==> src/verilog/isa_pkg.sv <==
package isa_pkg;

	localparam logic [5:0] OPC_SPECIAL = 6'b000000;
	localparam logic [5:0] OPC_REGIMM  = 6'b000001;
	localparam logic [5:0] OPC_J       = 6'b000010;
	localparam logic [5:0] OPC_JAL     = 6'b000011;
	localparam logic [5:0] OPC_BEQ     = 6'b000100;
	localparam logic [5:0] OPC_BNE     = 6'b000101;
	localparam logic [5:0] OPC_BLEZ    = 6'b000110;
	localparam logic [5:0] OPC_BGTZ    = 6'b000111;
	localparam logic [5:0] OPC_ADDI    = 6'b001000;
	localparam logic [5:0] OPC_ADDIU   = 6'b001001;
	localparam logic [5:0] OPC_SLTI    = 6'b001010;
	localparam logic [5:0] OPC_SLTIU   = 6'b001011;
	localparam logic [5:0] OPC_ANDI    = 6'b001100;
	localparam logic [5:0] OPC_ORI     = 6'b001101;
	localparam logic [5:0] OPC_XORI    = 6'b001110;
	localparam logic [5:0] OPC_LUI     = 6'b001111;
	localparam logic [5:0] OPC_LB      = 6'b100000;
	localparam logic [5:0] OPC_LH      = 6'b100001;
	localparam logic [5:0] OPC_LW      = 6'b100011;
	localparam logic [5:0] OPC_LBU     = 6'b100100;
	localparam logic [5:0] OPC_LHU     = 6'b100101;
	localparam logic [5:0] OPC_SB      = 6'b101000;
	localparam logic [5:0] OPC_SH      = 6'b101001;
	localparam logic [5:0] OPC_SW      = 6'b101011;

	localparam logic [5:0] FN_SLL  = 6'b000000;
	localparam logic [5:0] FN_SRL  = 6'b000010;
	localparam logic [5:0] FN_SRA  = 6'b000011;
	localparam logic [5:0] FN_SLLV = 6'b000100;
	localparam logic [5:0] FN_SRLV = 6'b000110;
	localparam logic [5:0] FN_SRAV = 6'b000111;
	localparam logic [5:0] FN_JR   = 6'b001000;
	localparam logic [5:0] FN_JALR = 6'b001001;
	localparam logic [5:0] FN_ADD  = 6'b100000;
	localparam logic [5:0] FN_ADDU = 6'b100001;
	localparam logic [5:0] FN_SUB  = 6'b100010;
	localparam logic [5:0] FN_SUBU = 6'b100011;
	localparam logic [5:0] FN_AND  = 6'b100100;
	localparam logic [5:0] FN_OR   = 6'b100101;
	localparam logic [5:0] FN_XOR  = 6'b100110;
	localparam logic [5:0] FN_NOR  = 6'b100111;
	localparam logic [5:0] FN_SLT  = 6'b101010;
	localparam logic [5:0] FN_SLTU = 6'b101011;

	// regimm branches are selected by the rt field
	localparam logic [4:0] RT_BLTZ   = 5'b00000;
	localparam logic [4:0] RT_BGEZ   = 5'b00001;
	localparam logic [4:0] RT_BLTZAL = 5'b10000;
	localparam logic [4:0] RT_BGEZAL = 5'b10001;

	localparam logic [4:0] REG_RA = 5'd31; // link register

	typedef struct packed {
		logic [5:0] opcode;
		logic [4:0] rs;
		logic [4:0] rt;
		logic [4:0] rd;
		logic [4:0] shamt;
		logic [5:0] funct;
	} r_fmt_t;

	typedef struct packed {
		logic [5:0]  opcode;
		logic [4:0]  rs;
		logic [4:0]  rt;
		logic [15:0] imm16;
	} i_fmt_t;

	typedef struct packed {
		logic [5:0]  opcode;
		logic [25:0] target26;
	} j_fmt_t;

	typedef union packed {
		r_fmt_t r;
		i_fmt_t i;
		j_fmt_t j;
	} inst_u;

endpackage

==> src/verilog/pipe_pkg.sv <==
package pipe_pkg;

	typedef logic [4:0]  reg_addr_t;
	typedef logic [31:0] word_t;

	// operation handed from decode to execute
	typedef enum logic [5:0] {
		OP_NOP = 6'd0,
		OP_AND, OP_OR, OP_XOR, OP_NOR,
		OP_ANDI, OP_ORI, OP_XORI, OP_LUI,
		OP_SLL, OP_SRL, OP_SRA,
		OP_SLLV, OP_SRLV, OP_SRAV,
		OP_ADD, OP_ADDU, OP_SUB, OP_SUBU,
		OP_SLT, OP_SLTU,
		OP_ADDI, OP_ADDIU, OP_SLTI, OP_SLTIU,
		OP_LB, OP_LBU, OP_LH, OP_LHU, OP_LW,
		OP_SB, OP_SH, OP_SW,
		OP_BEQ, OP_BNE, OP_BGTZ, OP_BLEZ,
		OP_BLTZ, OP_BGEZ, OP_BLTZAL, OP_BGEZAL,
		OP_J, OP_JAL, OP_JR, OP_JALR
	} op_e;

endpackage

==> src/verilog/inst_decoder.sv <==
`timescale 1ns/1ps

module inst_decoder import isa_pkg::*, pipe_pkg::*;
(
	input  logic      rst,
	input  inst_u     inst_i,
	output op_e       op_o,
	output logic      re1_o,
	output logic      re2_o,
	output reg_addr_t raddr1_o,
	output reg_addr_t raddr2_o,
	output logic      wif_o,
	output reg_addr_t waddr_o,
	output word_t     imm_o
);
	word_t imm_zext;
	word_t imm_sext;

	assign raddr1_o = inst_i.r.rs;
	assign raddr2_o = inst_i.r.rt;
	assign imm_zext = {16'h0000, inst_i.i.imm16};
	assign imm_sext = {{16{inst_i.i.imm16[15]}}, inst_i.i.imm16};

	always_comb
	begin
		op_o = OP_NOP;
		if (!rst)
		begin
			case (inst_i.r.opcode)
				OPC_SPECIAL:
				begin
					case (inst_i.r.funct)
						FN_SLL:  op_o = OP_SLL;
						FN_SRL:  op_o = OP_SRL;
						FN_SRA:  op_o = OP_SRA;
						FN_SLLV: op_o = OP_SLLV;
						FN_SRLV: op_o = OP_SRLV;
						FN_SRAV: op_o = OP_SRAV;
						FN_JR:   op_o = OP_JR;
						FN_JALR: op_o = OP_JALR;
						FN_ADD:  op_o = OP_ADD;
						FN_ADDU: op_o = OP_ADDU;
						FN_SUB:  op_o = OP_SUB;
						FN_SUBU: op_o = OP_SUBU;
						FN_AND:  op_o = OP_AND;
						FN_OR:   op_o = OP_OR;
						FN_XOR:  op_o = OP_XOR;
						FN_NOR:  op_o = OP_NOR;
						FN_SLT:  op_o = OP_SLT;
						FN_SLTU: op_o = OP_SLTU;
						default: op_o = OP_NOP;
					endcase
				end
				OPC_REGIMM:
				begin
					case (inst_i.i.rt)
						RT_BLTZ:   op_o = OP_BLTZ;
						RT_BGEZ:   op_o = OP_BGEZ;
						RT_BLTZAL: op_o = OP_BLTZAL;
						RT_BGEZAL: op_o = OP_BGEZAL;
						default:   op_o = OP_NOP;
					endcase
				end
				OPC_J:     op_o = OP_J;
				OPC_JAL:   op_o = OP_JAL;
				OPC_BEQ:   op_o = OP_BEQ;
				OPC_BNE:   op_o = OP_BNE;
				OPC_BLEZ:  op_o = OP_BLEZ;
				OPC_BGTZ:  op_o = OP_BGTZ;
				OPC_ADDI:  op_o = OP_ADDI;
				OPC_ADDIU: op_o = OP_ADDIU;
				OPC_SLTI:  op_o = OP_SLTI;
				OPC_SLTIU: op_o = OP_SLTIU;
				OPC_ANDI:  op_o = OP_ANDI;
				OPC_ORI:   op_o = OP_ORI;
				OPC_XORI:  op_o = OP_XORI;
				OPC_LUI:   op_o = OP_LUI;
				OPC_LB:    op_o = OP_LB;
				OPC_LH:    op_o = OP_LH;
				OPC_LW:    op_o = OP_LW;
				OPC_LBU:   op_o = OP_LBU;
				OPC_LHU:   op_o = OP_LHU;
				OPC_SB:    op_o = OP_SB;
				OPC_SH:    op_o = OP_SH;
				OPC_SW:    op_o = OP_SW;
				default:   op_o = OP_NOP; // illegal word
			endcase
		end
	end

	// read enables, write-back target and immediate follow from the operation
	always_comb
	begin
		re1_o = 1'b0;
		re2_o = 1'b0;
		wif_o = 1'b0;
		waddr_o = '0;
		imm_o = '0;
		case (op_o)
			OP_AND, OP_OR, OP_XOR, OP_NOR, OP_SLLV, OP_SRLV, OP_SRAV,
			OP_ADD, OP_ADDU, OP_SUB, OP_SUBU, OP_SLT, OP_SLTU:
			begin
				re1_o = 1'b1;
				re2_o = 1'b1;
				wif_o = 1'b1;
				waddr_o = inst_i.r.rd;
			end
			OP_SLL, OP_SRL, OP_SRA:
			begin
				re2_o = 1'b1;
				wif_o = 1'b1;
				waddr_o = inst_i.r.rd;
				imm_o = {27'd0, inst_i.r.shamt}; // shift amount on operand 1
			end
			OP_ANDI, OP_ORI, OP_XORI:
			begin
				re1_o = 1'b1;
				wif_o = 1'b1;
				waddr_o = inst_i.i.rt;
				imm_o = imm_zext;
			end
			OP_LUI:
			begin
				wif_o = 1'b1;
				waddr_o = inst_i.i.rt;
				imm_o = {inst_i.i.imm16, 16'h0000};
			end
			OP_ADDI, OP_ADDIU, OP_SLTI, OP_SLTIU, OP_LB, OP_LBU, OP_LH, OP_LHU, OP_LW:
			begin
				re1_o = 1'b1;
				wif_o = 1'b1;
				waddr_o = inst_i.i.rt;
				imm_o = imm_sext; // loads carry the address offset
			end
			OP_SB, OP_SH, OP_SW, OP_BEQ, OP_BNE:
			begin
				re1_o = 1'b1;
				re2_o = 1'b1;
			end
			OP_BGTZ, OP_BLEZ, OP_BLTZ, OP_BGEZ, OP_JR:
				re1_o = 1'b1;
			OP_BLTZAL, OP_BGEZAL:
			begin
				re1_o = 1'b1;
				wif_o = 1'b1;
				waddr_o = REG_RA;
			end
			OP_JAL:
			begin
				wif_o = 1'b1;
				waddr_o = REG_RA;
			end
			OP_JALR:
			begin
				re1_o = 1'b1;
				wif_o = 1'b1;
				waddr_o = inst_i.r.rd;
			end
			default:
			begin
			end
		endcase
	end

endmodule

==> src/verilog/operand_hazard.sv <==
`timescale 1ns/1ps

module operand_hazard import pipe_pkg::*;
(
	input  logic      rst,
	input  logic      re1_i,
	input  logic      re2_i,
	input  reg_addr_t raddr1_i,
	input  reg_addr_t raddr2_i,
	input  word_t     imm_i,
	input  word_t     rf_data1_i,
	input  word_t     rf_data2_i,
	input  op_e       ex_op_i,
	input  logic      ex_wif_i,
	input  reg_addr_t ex_waddr_i,
	input  word_t     ex_data_i,
	input  logic      mem_wif_i,
	input  reg_addr_t mem_waddr_i,
	input  word_t     mem_data_i,
	output word_t     data1_o,
	output word_t     data2_o,
	output logic      stall_o
);
	logic load_in_ex;
	logic load_use;

	// operand select with ex over mem over the register file
	function automatic word_t pick(input logic re, input reg_addr_t raddr, input word_t rf_data);
		word_t val;
		if (!re)
			val = imm_i;
		else if (ex_wif_i && raddr != '0 && raddr == ex_waddr_i)
			val = ex_data_i;
		else if (mem_wif_i && raddr != '0 && raddr == mem_waddr_i)
			val = mem_data_i;
		else
			val = rf_data;
		return val;
	endfunction

	assign load_in_ex = ex_op_i inside {OP_LB, OP_LBU, OP_LH, OP_LHU, OP_LW};
	assign load_use = (re1_i && raddr1_i != '0 && raddr1_i == ex_waddr_i) ||
		(re2_i && raddr2_i != '0 && raddr2_i == ex_waddr_i);
	assign stall_o = !rst && load_in_ex && load_use; // load result not ready until mem

	always_comb
	begin
		data1_o = '0;
		data2_o = '0;
		if (!rst)
		begin
			data1_o = pick(re1_i, raddr1_i, rf_data1_i);
			data2_o = pick(re2_i, raddr2_i, rf_data2_i);
		end
	end

endmodule

==> src/verilog/branch_resolve.sv <==
`timescale 1ns/1ps

module branch_resolve import isa_pkg::*, pipe_pkg::*;
(
	input  logic  rst,
	input  op_e   op_i,
	input  inst_u inst_i,
	input  word_t pc_i,
	input  word_t data1_i,
	input  word_t data2_i,
	input  logic  stall_i,
	output logic  branch_flag_o,
	output word_t branch_target_o,
	output word_t link_addr_o
);
	word_t pc_plus4;
	word_t pc_plus8;
	word_t br_target;
	word_t jmp_target;
	word_t target;
	logic  cond;
	logic  taken;
	logic  d1_neg;
	logic  d1_zero;

	assign pc_plus4 = pc_i + 32'd4;
	assign pc_plus8 = pc_i + 32'd8;
	assign br_target = pc_plus4 + {{14{inst_i.i.imm16[15]}}, inst_i.i.imm16, 2'b00};
	assign jmp_target = {pc_plus4[31:28], inst_i.j.target26, 2'b00};
	assign d1_neg = data1_i[31];
	assign d1_zero = data1_i == '0;

	always_comb
	begin
		cond = 1'b0;
		target = br_target;
		case (op_i)
			OP_BEQ:             cond = data1_i == data2_i;
			OP_BNE:             cond = data1_i != data2_i;
			OP_BGTZ:            cond = !d1_neg && !d1_zero;
			OP_BLEZ:            cond = d1_neg || d1_zero;
			OP_BLTZ, OP_BLTZAL: cond = d1_neg;
			OP_BGEZ, OP_BGEZAL: cond = !d1_neg;
			OP_J, OP_JAL:
			begin
				cond = 1'b1;
				target = jmp_target;
			end
			OP_JR, OP_JALR:
			begin
				cond = 1'b1;
				target = data1_i; // register operand after forwarding
			end
			default:            cond = 1'b0;
		endcase
	end

	assign taken = cond && !stall_i && !rst; // stalled operands may be stale
	assign branch_flag_o = taken;
	assign branch_target_o = taken ? target : '0;
	// link is written whether or not the branch goes
	assign link_addr_o = (op_i inside {OP_JAL, OP_JALR, OP_BLTZAL, OP_BGEZAL}) ? pc_plus8 : '0;

endmodule

==> src/verilog/id_ex_reg.sv <==
`timescale 1ns/1ps

module id_ex_reg import pipe_pkg::*;
(
	input  logic      clk,
	input  logic      rst,
	input  logic      stall_i,
	input  op_e       op_i,
	input  logic      wif_i,
	input  reg_addr_t waddr_i,
	input  word_t     data1_i,
	input  word_t     data2_i,
	input  word_t     link_addr_i,
	output op_e       id_ex_op_o,
	output logic      id_ex_wif_o,
	output reg_addr_t id_ex_waddr_o,
	output word_t     id_ex_data1_o,
	output word_t     id_ex_data2_o,
	output word_t     id_ex_link_addr_o
);

	always_ff @(posedge clk)
	begin
		if (rst || stall_i)
		begin
			id_ex_op_o <= OP_NOP; // bubble
			id_ex_wif_o <= 1'b0;
			id_ex_waddr_o <= '0;
			id_ex_data1_o <= '0;
			id_ex_data2_o <= '0;
			id_ex_link_addr_o <= '0;
		end
		else
		begin
			id_ex_op_o <= op_i;
			id_ex_wif_o <= wif_i;
			id_ex_waddr_o <= waddr_i;
			id_ex_data1_o <= data1_i;
			id_ex_data2_o <= data2_i;
			id_ex_link_addr_o <= link_addr_i;
		end
	end

endmodule

==> src/verilog/decode_stage.sv <==
`timescale 1ns/1ps

module decode_stage import pipe_pkg::*;
(
	input  logic      clk,
	input  logic      rst,
	input  word_t     inst_i,
	input  word_t     pc_i,
	input  word_t     rf_data1_i,
	input  word_t     rf_data2_i,
	input  op_e       ex_op_i,
	input  logic      ex_wif_i,
	input  reg_addr_t ex_waddr_i,
	input  word_t     ex_data_i,
	input  logic      mem_wif_i,
	input  reg_addr_t mem_waddr_i,
	input  word_t     mem_data_i,
	output logic      rf_re1_o,
	output reg_addr_t rf_raddr1_o,
	output logic      rf_re2_o,
	output reg_addr_t rf_raddr2_o,
	output logic      branch_flag_o,
	output word_t     branch_target_o,
	output logic      stall_o,
	output op_e       id_ex_op_o,
	output logic      id_ex_wif_o,
	output reg_addr_t id_ex_waddr_o,
	output word_t     id_ex_data1_o,
	output word_t     id_ex_data2_o,
	output word_t     id_ex_link_addr_o
);
	op_e       op;
	logic      wif;
	reg_addr_t waddr;
	word_t     imm;
	word_t     data1;
	word_t     data2;
	word_t     link_addr;

	inst_decoder u_dec (
		.rst      (rst),
		.inst_i   (inst_i),
		.op_o     (op),
		.re1_o    (rf_re1_o),
		.re2_o    (rf_re2_o),
		.raddr1_o (rf_raddr1_o),
		.raddr2_o (rf_raddr2_o),
		.wif_o    (wif),
		.waddr_o  (waddr),
		.imm_o    (imm)
	);

	operand_hazard u_hz (
		.rst         (rst),
		.re1_i       (rf_re1_o),
		.re2_i       (rf_re2_o),
		.raddr1_i    (rf_raddr1_o),
		.raddr2_i    (rf_raddr2_o),
		.imm_i       (imm),
		.rf_data1_i  (rf_data1_i),
		.rf_data2_i  (rf_data2_i),
		.ex_op_i     (ex_op_i),
		.ex_wif_i    (ex_wif_i),
		.ex_waddr_i  (ex_waddr_i),
		.ex_data_i   (ex_data_i),
		.mem_wif_i   (mem_wif_i),
		.mem_waddr_i (mem_waddr_i),
		.mem_data_i  (mem_data_i),
		.data1_o     (data1),
		.data2_o     (data2),
		.stall_o     (stall_o)
	);

	branch_resolve u_br (
		.rst             (rst),
		.op_i            (op),
		.inst_i          (inst_i),
		.pc_i            (pc_i),
		.data1_i         (data1), // forwarded operands
		.data2_i         (data2),
		.stall_i         (stall_o),
		.branch_flag_o   (branch_flag_o),
		.branch_target_o (branch_target_o),
		.link_addr_o     (link_addr)
	);

	id_ex_reg u_idex (
		.clk               (clk),
		.rst               (rst),
		.stall_i           (stall_o),
		.op_i              (op),
		.wif_i             (wif),
		.waddr_i           (waddr),
		.data1_i           (data1),
		.data2_i           (data2),
		.link_addr_i       (link_addr),
		.id_ex_op_o        (id_ex_op_o),
		.id_ex_wif_o       (id_ex_wif_o),
		.id_ex_waddr_o     (id_ex_waddr_o),
		.id_ex_data1_o     (id_ex_data1_o),
		.id_ex_data2_o     (id_ex_data2_o),
		.id_ex_link_addr_o (id_ex_link_addr_o)
	);

endmodule

==> config.mk <==
export PLATFORM = sky130hd
export DESIGN_NAME = decode_stage
export DESIGN_NICKNAME = d
export VERILOG_FILES = /design/src/verilog/isa_pkg.sv /design/src/verilog/pipe_pkg.sv /design/src/verilog/inst_decoder.sv /design/src/verilog/operand_hazard.sv /design/src/verilog/branch_resolve.sv /design/src/verilog/id_ex_reg.sv /design/src/verilog/decode_stage.sv
export SDC_FILE = /design/constraint.sdc
export NUM_CORES = 1
export LEC_CHECK = 0
export BUFFER_PORTS_ARGS = -buffer_cell sky130_fd_sc_hd__buf_2
export CORE_AREA = 10 10 168 170
export DETAILED_ROUTE_END_ITERATION = 16
export DIE_AREA = 0 0 178 180
export PLACE_DENSITY = 0.72
export SYNTH_ARGS = -nofsm -noshare
export SYNTH_HDL_FRONTEND = slang
export SYNTH_HIERARCHICAL = 1
export SYNTH_SLANG_ARGS = --single-unit
==> constraint.sdc <==
create_clock -name clk -period 9.8 [get_ports clk]
set_input_delay 1.96 -clock clk [delete_from_list [all_inputs] [get_ports clk]]
set_output_delay 1.96 -clock clk [all_outputs]
set_load 0.1 [all_outputs]
### Word level (Yosys, flattened, before mapping)

Memory sizes are Yosys's and may differ from the RTL's.
Index checks and enable logic that the tools add are counted.

| storage, ports and cells | value |
|---|---|
| flip-flop bits (word level) | 108 |
| ROM bits | 384 |
| bits of input ports | 212 |
| output and inout port bits | 154 |
| memories | 1 |

| cells by class | value |
|---|---|
| add/sub/neg operators | 3 |
| equality and inequality tests | 81 |
| muxes and demuxes | 19 |
| bitwise gates (word level) | 1 |
| reductions and logical operators | 46 |

Memories:

| name | depth | width | read ports | clocked after Yosys merged registers in | wr ports | RTL line | source |
|---|---|---|---|---|---|---|---|
| (name not given) | 64 | 6 | 1 | 0 | 0 | inst_decoder.sv:32 | `case (inst_i.r.funct)` |

Operators with widths:

| operator | count |
|---|---|
| two-way mux 32 bit | 9 |
| case mux 6 bit (24 select lines) | 1 |
| case mux 32 bit (4 select lines) | 1 |
| equality test 6 x 5 -> 1 bit, second input constant | 21 |
| equality test 6 bit, second input constant | 21 |
| equality test 6 x 4 -> 1 bit, second input constant | 16 |
| case mux 32 bit (2 select lines) | 1 |
| equality test 6 x 3 -> 1 bit, second input constant | 8 |
| OR reduction 38 bit | 1 |
| OR reduction 33 bit | 1 |
| adder 32 x 3 -> 32 bit, second input constant | 1 |
| adder 32 bit | 1 |
| adder 32 x 4 -> 32 bit, second input constant | 1 |
| equality test 32 bit | 1 |
| logical NOT 32 bit | 1 |
| inequality test 32 bit | 1 |
| equality test 6 x 2 -> 1 bit, second input constant | 4 |
| case mux 6 bit (4 select lines) | 1 |
| OR reduction 21 bit | 1 |
| equality test 5 bit | 4 |
| logical AND 1 bit | 17 |
| OR reduction 17 bit | 1 |
| case mux 5 bit (3 select lines) | 1 |
| nonzero test 5 bit | 3 |
| 17 further kinds | 32 |

### Logic depth before layout (Yosys ltp)

| depth | value |
|---|---|
| depth in word-level cells | 16 |
| mapped depth | 25 |
| depth with buffers taken out | 23 |

### Hierarchy

Netlist, hierarchy kept.

Modules (own cells, without submodules):

| module | instances | cells each | area each (sq um) | sequential area each (sq um) |
|---|---|---|---|---|
| branch_resolve | 1 | 620 | 3965.1 | 0.0 |
| id_ex_reg | 1 | 240 | 3236.9 | 2162.1 |
| operand_hazard | 1 | 345 | 2453.6 | 0.0 |
| inst_decoder | 1 | 211 | 1402.6 | 0.0 |

### Worst setup path after synthesis

Ideal clock, no wire load.

| path | value |
|---|---|
| path kind | input -> output |
| start | input port inst_i[1] |
| end | output port branch_flag_o |
| arrival | 11.771 ns |
| path slack | -3.931 ns |
| cell stages on the path | 17 |
| buffers on the path | 1 |
| path through | inv_1 -> ha_1 -> or3b_2 -> a2111oi_1 -> a222oi_1 -> nand2b_1 -> nor2_1 -> a41oi_1 -> o221ai_1 -> a311o_1 -> a311o_1 -> a32oi_1 -> a2111oi_0 -> nor2_1 -> o211ai_1 -> clkbuf_1 -> inv_1 |

RTL lines:

| what | RTL line | source |
|---|---|---|
| from (decl) | decode_stage.sv:7 | `input word_t inst_i,` |
| memory (64 x 6 bit) (*) | -- |  |
| case mux 6 bit (24 select lines) (*) | inst_decoder.sv:29 | `case (inst_i.r.opcode)` |
| two-way mux 6 bit (*) | inst_decoder.sv:27 | `if (!rst)` |
| equality test 6 x 5 -> 1 bit (tied with other cells) | inst_decoder.sv:99 | `case (op_o)` |
| OR reduction 21 bit (no line) (*) | -- |  |
| two-way mux 1 bit (*) | inst_decoder.sv:99 |  |
| named net rf_re2_o | decode_stage.sv:20 | `output logic rf_re2_o,` |
| logical AND 1 bit (*) (2 in series) | operand_hazard.sv:43 | `(re2_i && raddr2_i != '0 && raddr2_i == ex_waddr_i);` |
| logical OR 1 bit (*) | operand_hazard.sv:42 | `assign load_use = (re1_i && raddr1_i != '0 && raddr1_i == ex_waddr_i) \|\|` |
| logical AND 1 bit (*) | operand_hazard.sv:44 | `assign stall_o = !rst && load_in_ex && load_use;` |
| named net stall_o | decode_stage.sv:24 | `output logic stall_o,` |
| logical NOT 1 bit (*) | branch_resolve.sv:58 | `assign taken = cond && !stall_i && !rst;` |
| logical AND 1 bit (*) (2 in series) | branch_resolve.sv:58 |  |
| to (decl) | decode_stage.sv:22 | `output logic branch_flag_o,` |

The timed path passes the listed nets; every way through them passes the cells marked *.

### Final worst setup path

| path | value |
|---|---|
| start | input port inst_i[31] |
| end | output port branch_target_o[23] |

RTL lines:

| what | RTL line | source |
|---|---|---|
| equality test 6 bit (tied with other cells) | inst_decoder.sv:29 |  |
| case mux 6 bit (24 select lines) (*) | inst_decoder.sv:29 |  |
| two-way mux 6 bit (*) | inst_decoder.sv:27 |  |
| equality test 6 x 5 -> 1 bit (tied with other cells) | inst_decoder.sv:99 |  |
| OR reduction 9 bit (tied with other cells) | -- |  |
| case mux 32 bit (4 select lines) / two-way mux 1 bit (equally long branches) | inst_decoder.sv:99 |  |
| two-way mux 32 bit (*) | operand_hazard.sv:30 | `if (!re)` |
| two-way mux 32 bit (*) | operand_hazard.sv:50 | `if (!rst)` |
| named net data2[4] | decode_stage.sv:37 | `word_t data2;` |
| inequality test 32 bit / equality test 32 bit (equally long branches) | branch_resolve.sv:39, branch_resolve.sv:38 |  |
| case mux 1 bit (7 select lines) (*) | branch_resolve.sv:37 | `case (op_i)` |
| logical AND 1 bit (*) (2 in series) | branch_resolve.sv:58 |  |
| two-way mux 32 bit (*) | branch_resolve.sv:60 | `assign branch_target_o = taken ? target : '0;` |
| to (decl) | decode_stage.sv:23 | `output word_t branch_target_o,` |

Marks and branches as above.

==> results.md <==
- Via-to-Cell Ratio: 6.19
- Synth Cell Area: 0.0111 mm²
- Final setup vio count: 0
- Dpl ws: 0.00682 ns
- Clk sinks: 108
- CP Launch Type: input pin
- Post-synthesis adder-cell area fraction: 4.82%
- Htree depth: 3
- DRC errors left: 0
- Share of layout cells above drive strength 1: 35.2%
- Post-synthesis compound-gate area fraction: 25.6%
- Power per cell area: 94.6 mW/mm²
- Total global routing overflow: 0
- Synth warn: 6
- Placed Cells: 2094
- Number of max-cap violations: 0
- Cells after Synth: 1416
- Worst path most repeated cell: buf_4
- Sequential share of the synthesized area: 19.6%
- CP Max Fanout: 23
- First-pass GRT wire length: 78300 µm
- Hold path cells: 3
- Filler cells: 2285
- Vias in the first global route: 12800
- Worst slew pin tran: 0.996 ns
- Syn Nets: 1670
- Starting Density: 44.4%
- Vias: 13100
- CTS max path bufs: 2
- Slew HR: 33.4%
- TritonRoute pass-1 iters: 6
- Die X: 178 µm
- Asr flop ratio synth: 0%
- Outcome: finished clean
- Yosys reg bits: 108
- Post-Synth Simple-Gate Area: 30.1%
- DR WL/cell: 25.0 µm
- Fmax: 103 MHz
- Clock transition at path regs: 0.08 ns
- FF+latch area: 0.00216 mm²
- Slowest stage cell on the critical path: or4_4
- Port-buffer cells: 365
- Met2 WL: 24400 µm
- Non-filler cells in the finished layout: 2118
- Total CTS buffers: 9
- Cell row count: 58
- Mux contribution to synthesized area: 3.69%
- Initial antenna violation count: 1
- Die ar.: 0.0320 mm²
- Area of the multi-input gates: 0.00870 mm²
- Overall power: 1410 µW
- Lkg Pwr: 0.00628 µW
- Met3 wire length: 5210 µm
- Die Y: 180 µm
- IO Count: 366
- Core ar.: 0.0249 mm²
- Largest net degree at the start of global routing: 67
- Final wirelength: 53000 µm
- Avg Cell Area, Syn: 7.81 µm²
- Tmin final: 9.74 ns
- Main combinational cell family by area after synthesis: simple AND/OR/NAND/NOR gates
- Worst EP arrival: 7.78 ns
- Final number of max-transition violations: 0
- Syn-to-layout area delta: 34.8%
- Primary FF master, synth: dfxtp_1
- Routed Antenna Nets: 0
- Peak supply drop: 0.0000670 V
- Synth cell types: 90
- CTS root buf: clkbuf_16
- Top sig layer: met4
- Final period utilization: 99.4%
- GP Congestion: 0.979
- CTS Hold Bufs: 0
- Crit path kind: in2out
- Total global-route track usage: 31.1%
- XOR/XNOR Fraction of Synth Area: 9.33%
- Min Hold Slack: 1.94 ns
- Setup TNS: 0 ns
- Dpl hpwl: 42500 µm
- Final net count: 2035
- Count of final hold-check violations: 0
- Type of the tightest min-delay check: in2reg
- CP max stage delay: 0.53 ns
- Min setup slack post-route: 0.0573 ns
- Post-synth EDFFs: 0
- Initial drt markers: 1883
- TritonCTS clock tree: done
- CP required: 7.84 ns
- CP Capture Type: primary output
- M1 WL: 20800 µm
==> stage by stage <==
step	cell area [µm²]	utilization [%]
global route	14900	59.8
detailed placement	14400	57.7
finish	14900	59.9
floorplan	11400	-
global placement	14400	57.7
CTS	14700	58.9
==> synth_stat cells (5+ instances only) <==
cell | count | area (µm²)
mux2i_1 | 37 | 370
o21a_1 | 5 | 37.5
dfxtp_1 | 108 | 2160
a22oi_1 | 57 | 428
nor3b_2 | 20 | 250
a221oi_1 | 9 | 78.8
xor2_1 | 27 | 236
nand2b_1 | 15 | 93.8
nand4_1 | 24 | 150
clkbuf_1 | 43 | 161
and2_1 | 16 | 100
o31ai_1 | 33 | 248
and4_1 | 7 | 61.3
nor4_1 | 18 | 113
nor3b_1 | 92 | 691
a21o_1 | 22 | 165
and3_1 | 49 | 307
nor2_1 | 119 | 447
buf_2 | 48 | 240
a211o_1 | 5 | 43.8
a22o_1 | 7 | 61.3
buf_4 | 11 | 82.6
or3_1 | 11 | 68.8
a221o_1 | 5 | 50.1
ha_1 | 41 | 513
a31oi_1 | 13 | 81.3
buf_6 | 13 | 146
a21oi_1 | 63 | 315
a221oi_2 | 30 | 450
nor2b_1 | 7 | 43.8
o21ai_1 | 38 | 190
o21ai_0 | 33 | 165
a211oi_1 | 8 | 60.1
nand3_1 | 31 | 155
o22ai_1 | 6 | 37.5
nand3b_1 | 5 | 37.5
nor3_1 | 26 | 130
o2bb2ai_1 | 5 | 43.8
nand2_1 | 112 | 420
inv_1 | 34 | 128
xnor2_1 | 89 | 780
==> layout make-up <==
| class | count | area share [%] |
|---|---|---|
| antenna | 2 | 0.0336 |
| clock buffer | 11 | 1.63 |
| clock inverter | 5 | 0.294 |
| inverter | 35 | 0.907 |
| multi-input combinational | 1157 | 58.4 |
| sequential | 108 | 14.5 |
| tap | 330 | 2.77 |
| timing repair buffer | 470 | 21.4 |
==> kinds of logic after synthesis <==
| group | count (synthesis) |
|---|---|
| AOI/OAI and AO/OA | 380 |
| xor gates and xnor gates | 117 |
| muxes | 40 |
| and+or+nand+nor | 578 |
| buffers and inverters | 151 |
| DFF | 108 |
| adders and majority gates | 42 |
==> final timing paths <==
check | startpoint | to | slack, ns
worst max-delay path | inst_i[31] | branch_target_o[23] | 0.06
worst min-delay path | pc_i[3] | u_idex/id_ex_link_addr_o[3]$_SDFF_PP0_ | 1.94
==> worst max-delay path, delay by kind of cell <==
kind	cells	cell delay [ns]
AND/OR/NAND/NOR	8	2.18
buffers and inverters	9	1.53
XOR/XNOR	1	0.22
AO/OA/AOI/OAI	10	1.87
==> metal layers <==
layer / vias up / track usage (%)
met3: 148 / 7.71
li1: 6006 / -
met4: 0 / 14.3
met1: 6153 / 37.4
met2: 806 / 50.7
met5: - / 0
==> what timing repair did <==
item	4_1_cts	5_1_grt
setup buffers	1	5
pin swaps	1	14
endpoints found under the hold margin	0	0
setup endpoints to repair	6	33
gates resized for setup	1	39
==> placed cells by master (no fill, tap or decap), types with 6 or more instances in the layout <==
cell / synthesis / routed
buf_2: 48 / 331
nand2_1: 112 / 112
nor2_1: 119 / 110
dfxtp_1: 108 / 108
buf_4: 11 / 98
nor3b_1: 92 / 92
xnor2_1: 89 / 88
a22oi_1: 57 / 55
and3_1: 49 / 49
a21oi_1: 63 / 41
ha_1: 41 / 41
buf_12: 0 / 39
mux2i_1: 37 / 37
inv_1: 34 / 33
o21ai_0: 33 / 33
o31ai_1: 33 / 32
nand3_1: 31 / 31
o21ai_1: 38 / 31
a221oi_2: 30 / 30
xor2_1: 27 / 27
nand4_1: 24 / 24
nor3_1: 26 / 23
a21o_1: 22 / 22
a21oi_4: 0 / 21
nor3b_2: 20 / 20
nand2b_1: 15 / 15
and2_1: 16 / 15
or3_1: 11 / 10
nor4_1: 18 / 10
clkbuf_16: 0 / 9
a221oi_1: 9 / 9
o21ai_2: 2 / 9
a31oi_1: 13 / 8
a211oi_1: 8 / 8
and4_1: 7 / 7
nor2b_1: 7 / 7
a22o_1: 7 / 7
nor2_4: 0 / 7
nor4_2: 1 / 6
==> power by group <==
part           internal (µW)  switching (µW)  leakage, µW
Clock                    184             194     0.000134
Combinational            205             380      0.00527
Sequential               446            2.06     0.000872
==> state kept, by name, summed over array words and instances, names as in the netlist <==
| register | count |
|---|---|
| u_idex/id_ex_op_o | 6 |
| u_idex/id_ex_waddr_o | 5 |
| u_idex/id_ex_data1_o | 32 |
| u_idex/id_ex_link_addr_o | 32 |
| u_idex/id_ex_wif_o | 1 |
| u_idex/id_ex_data2_o | 32 |
No activity file was read; power rests on OpenSTA's default activity.
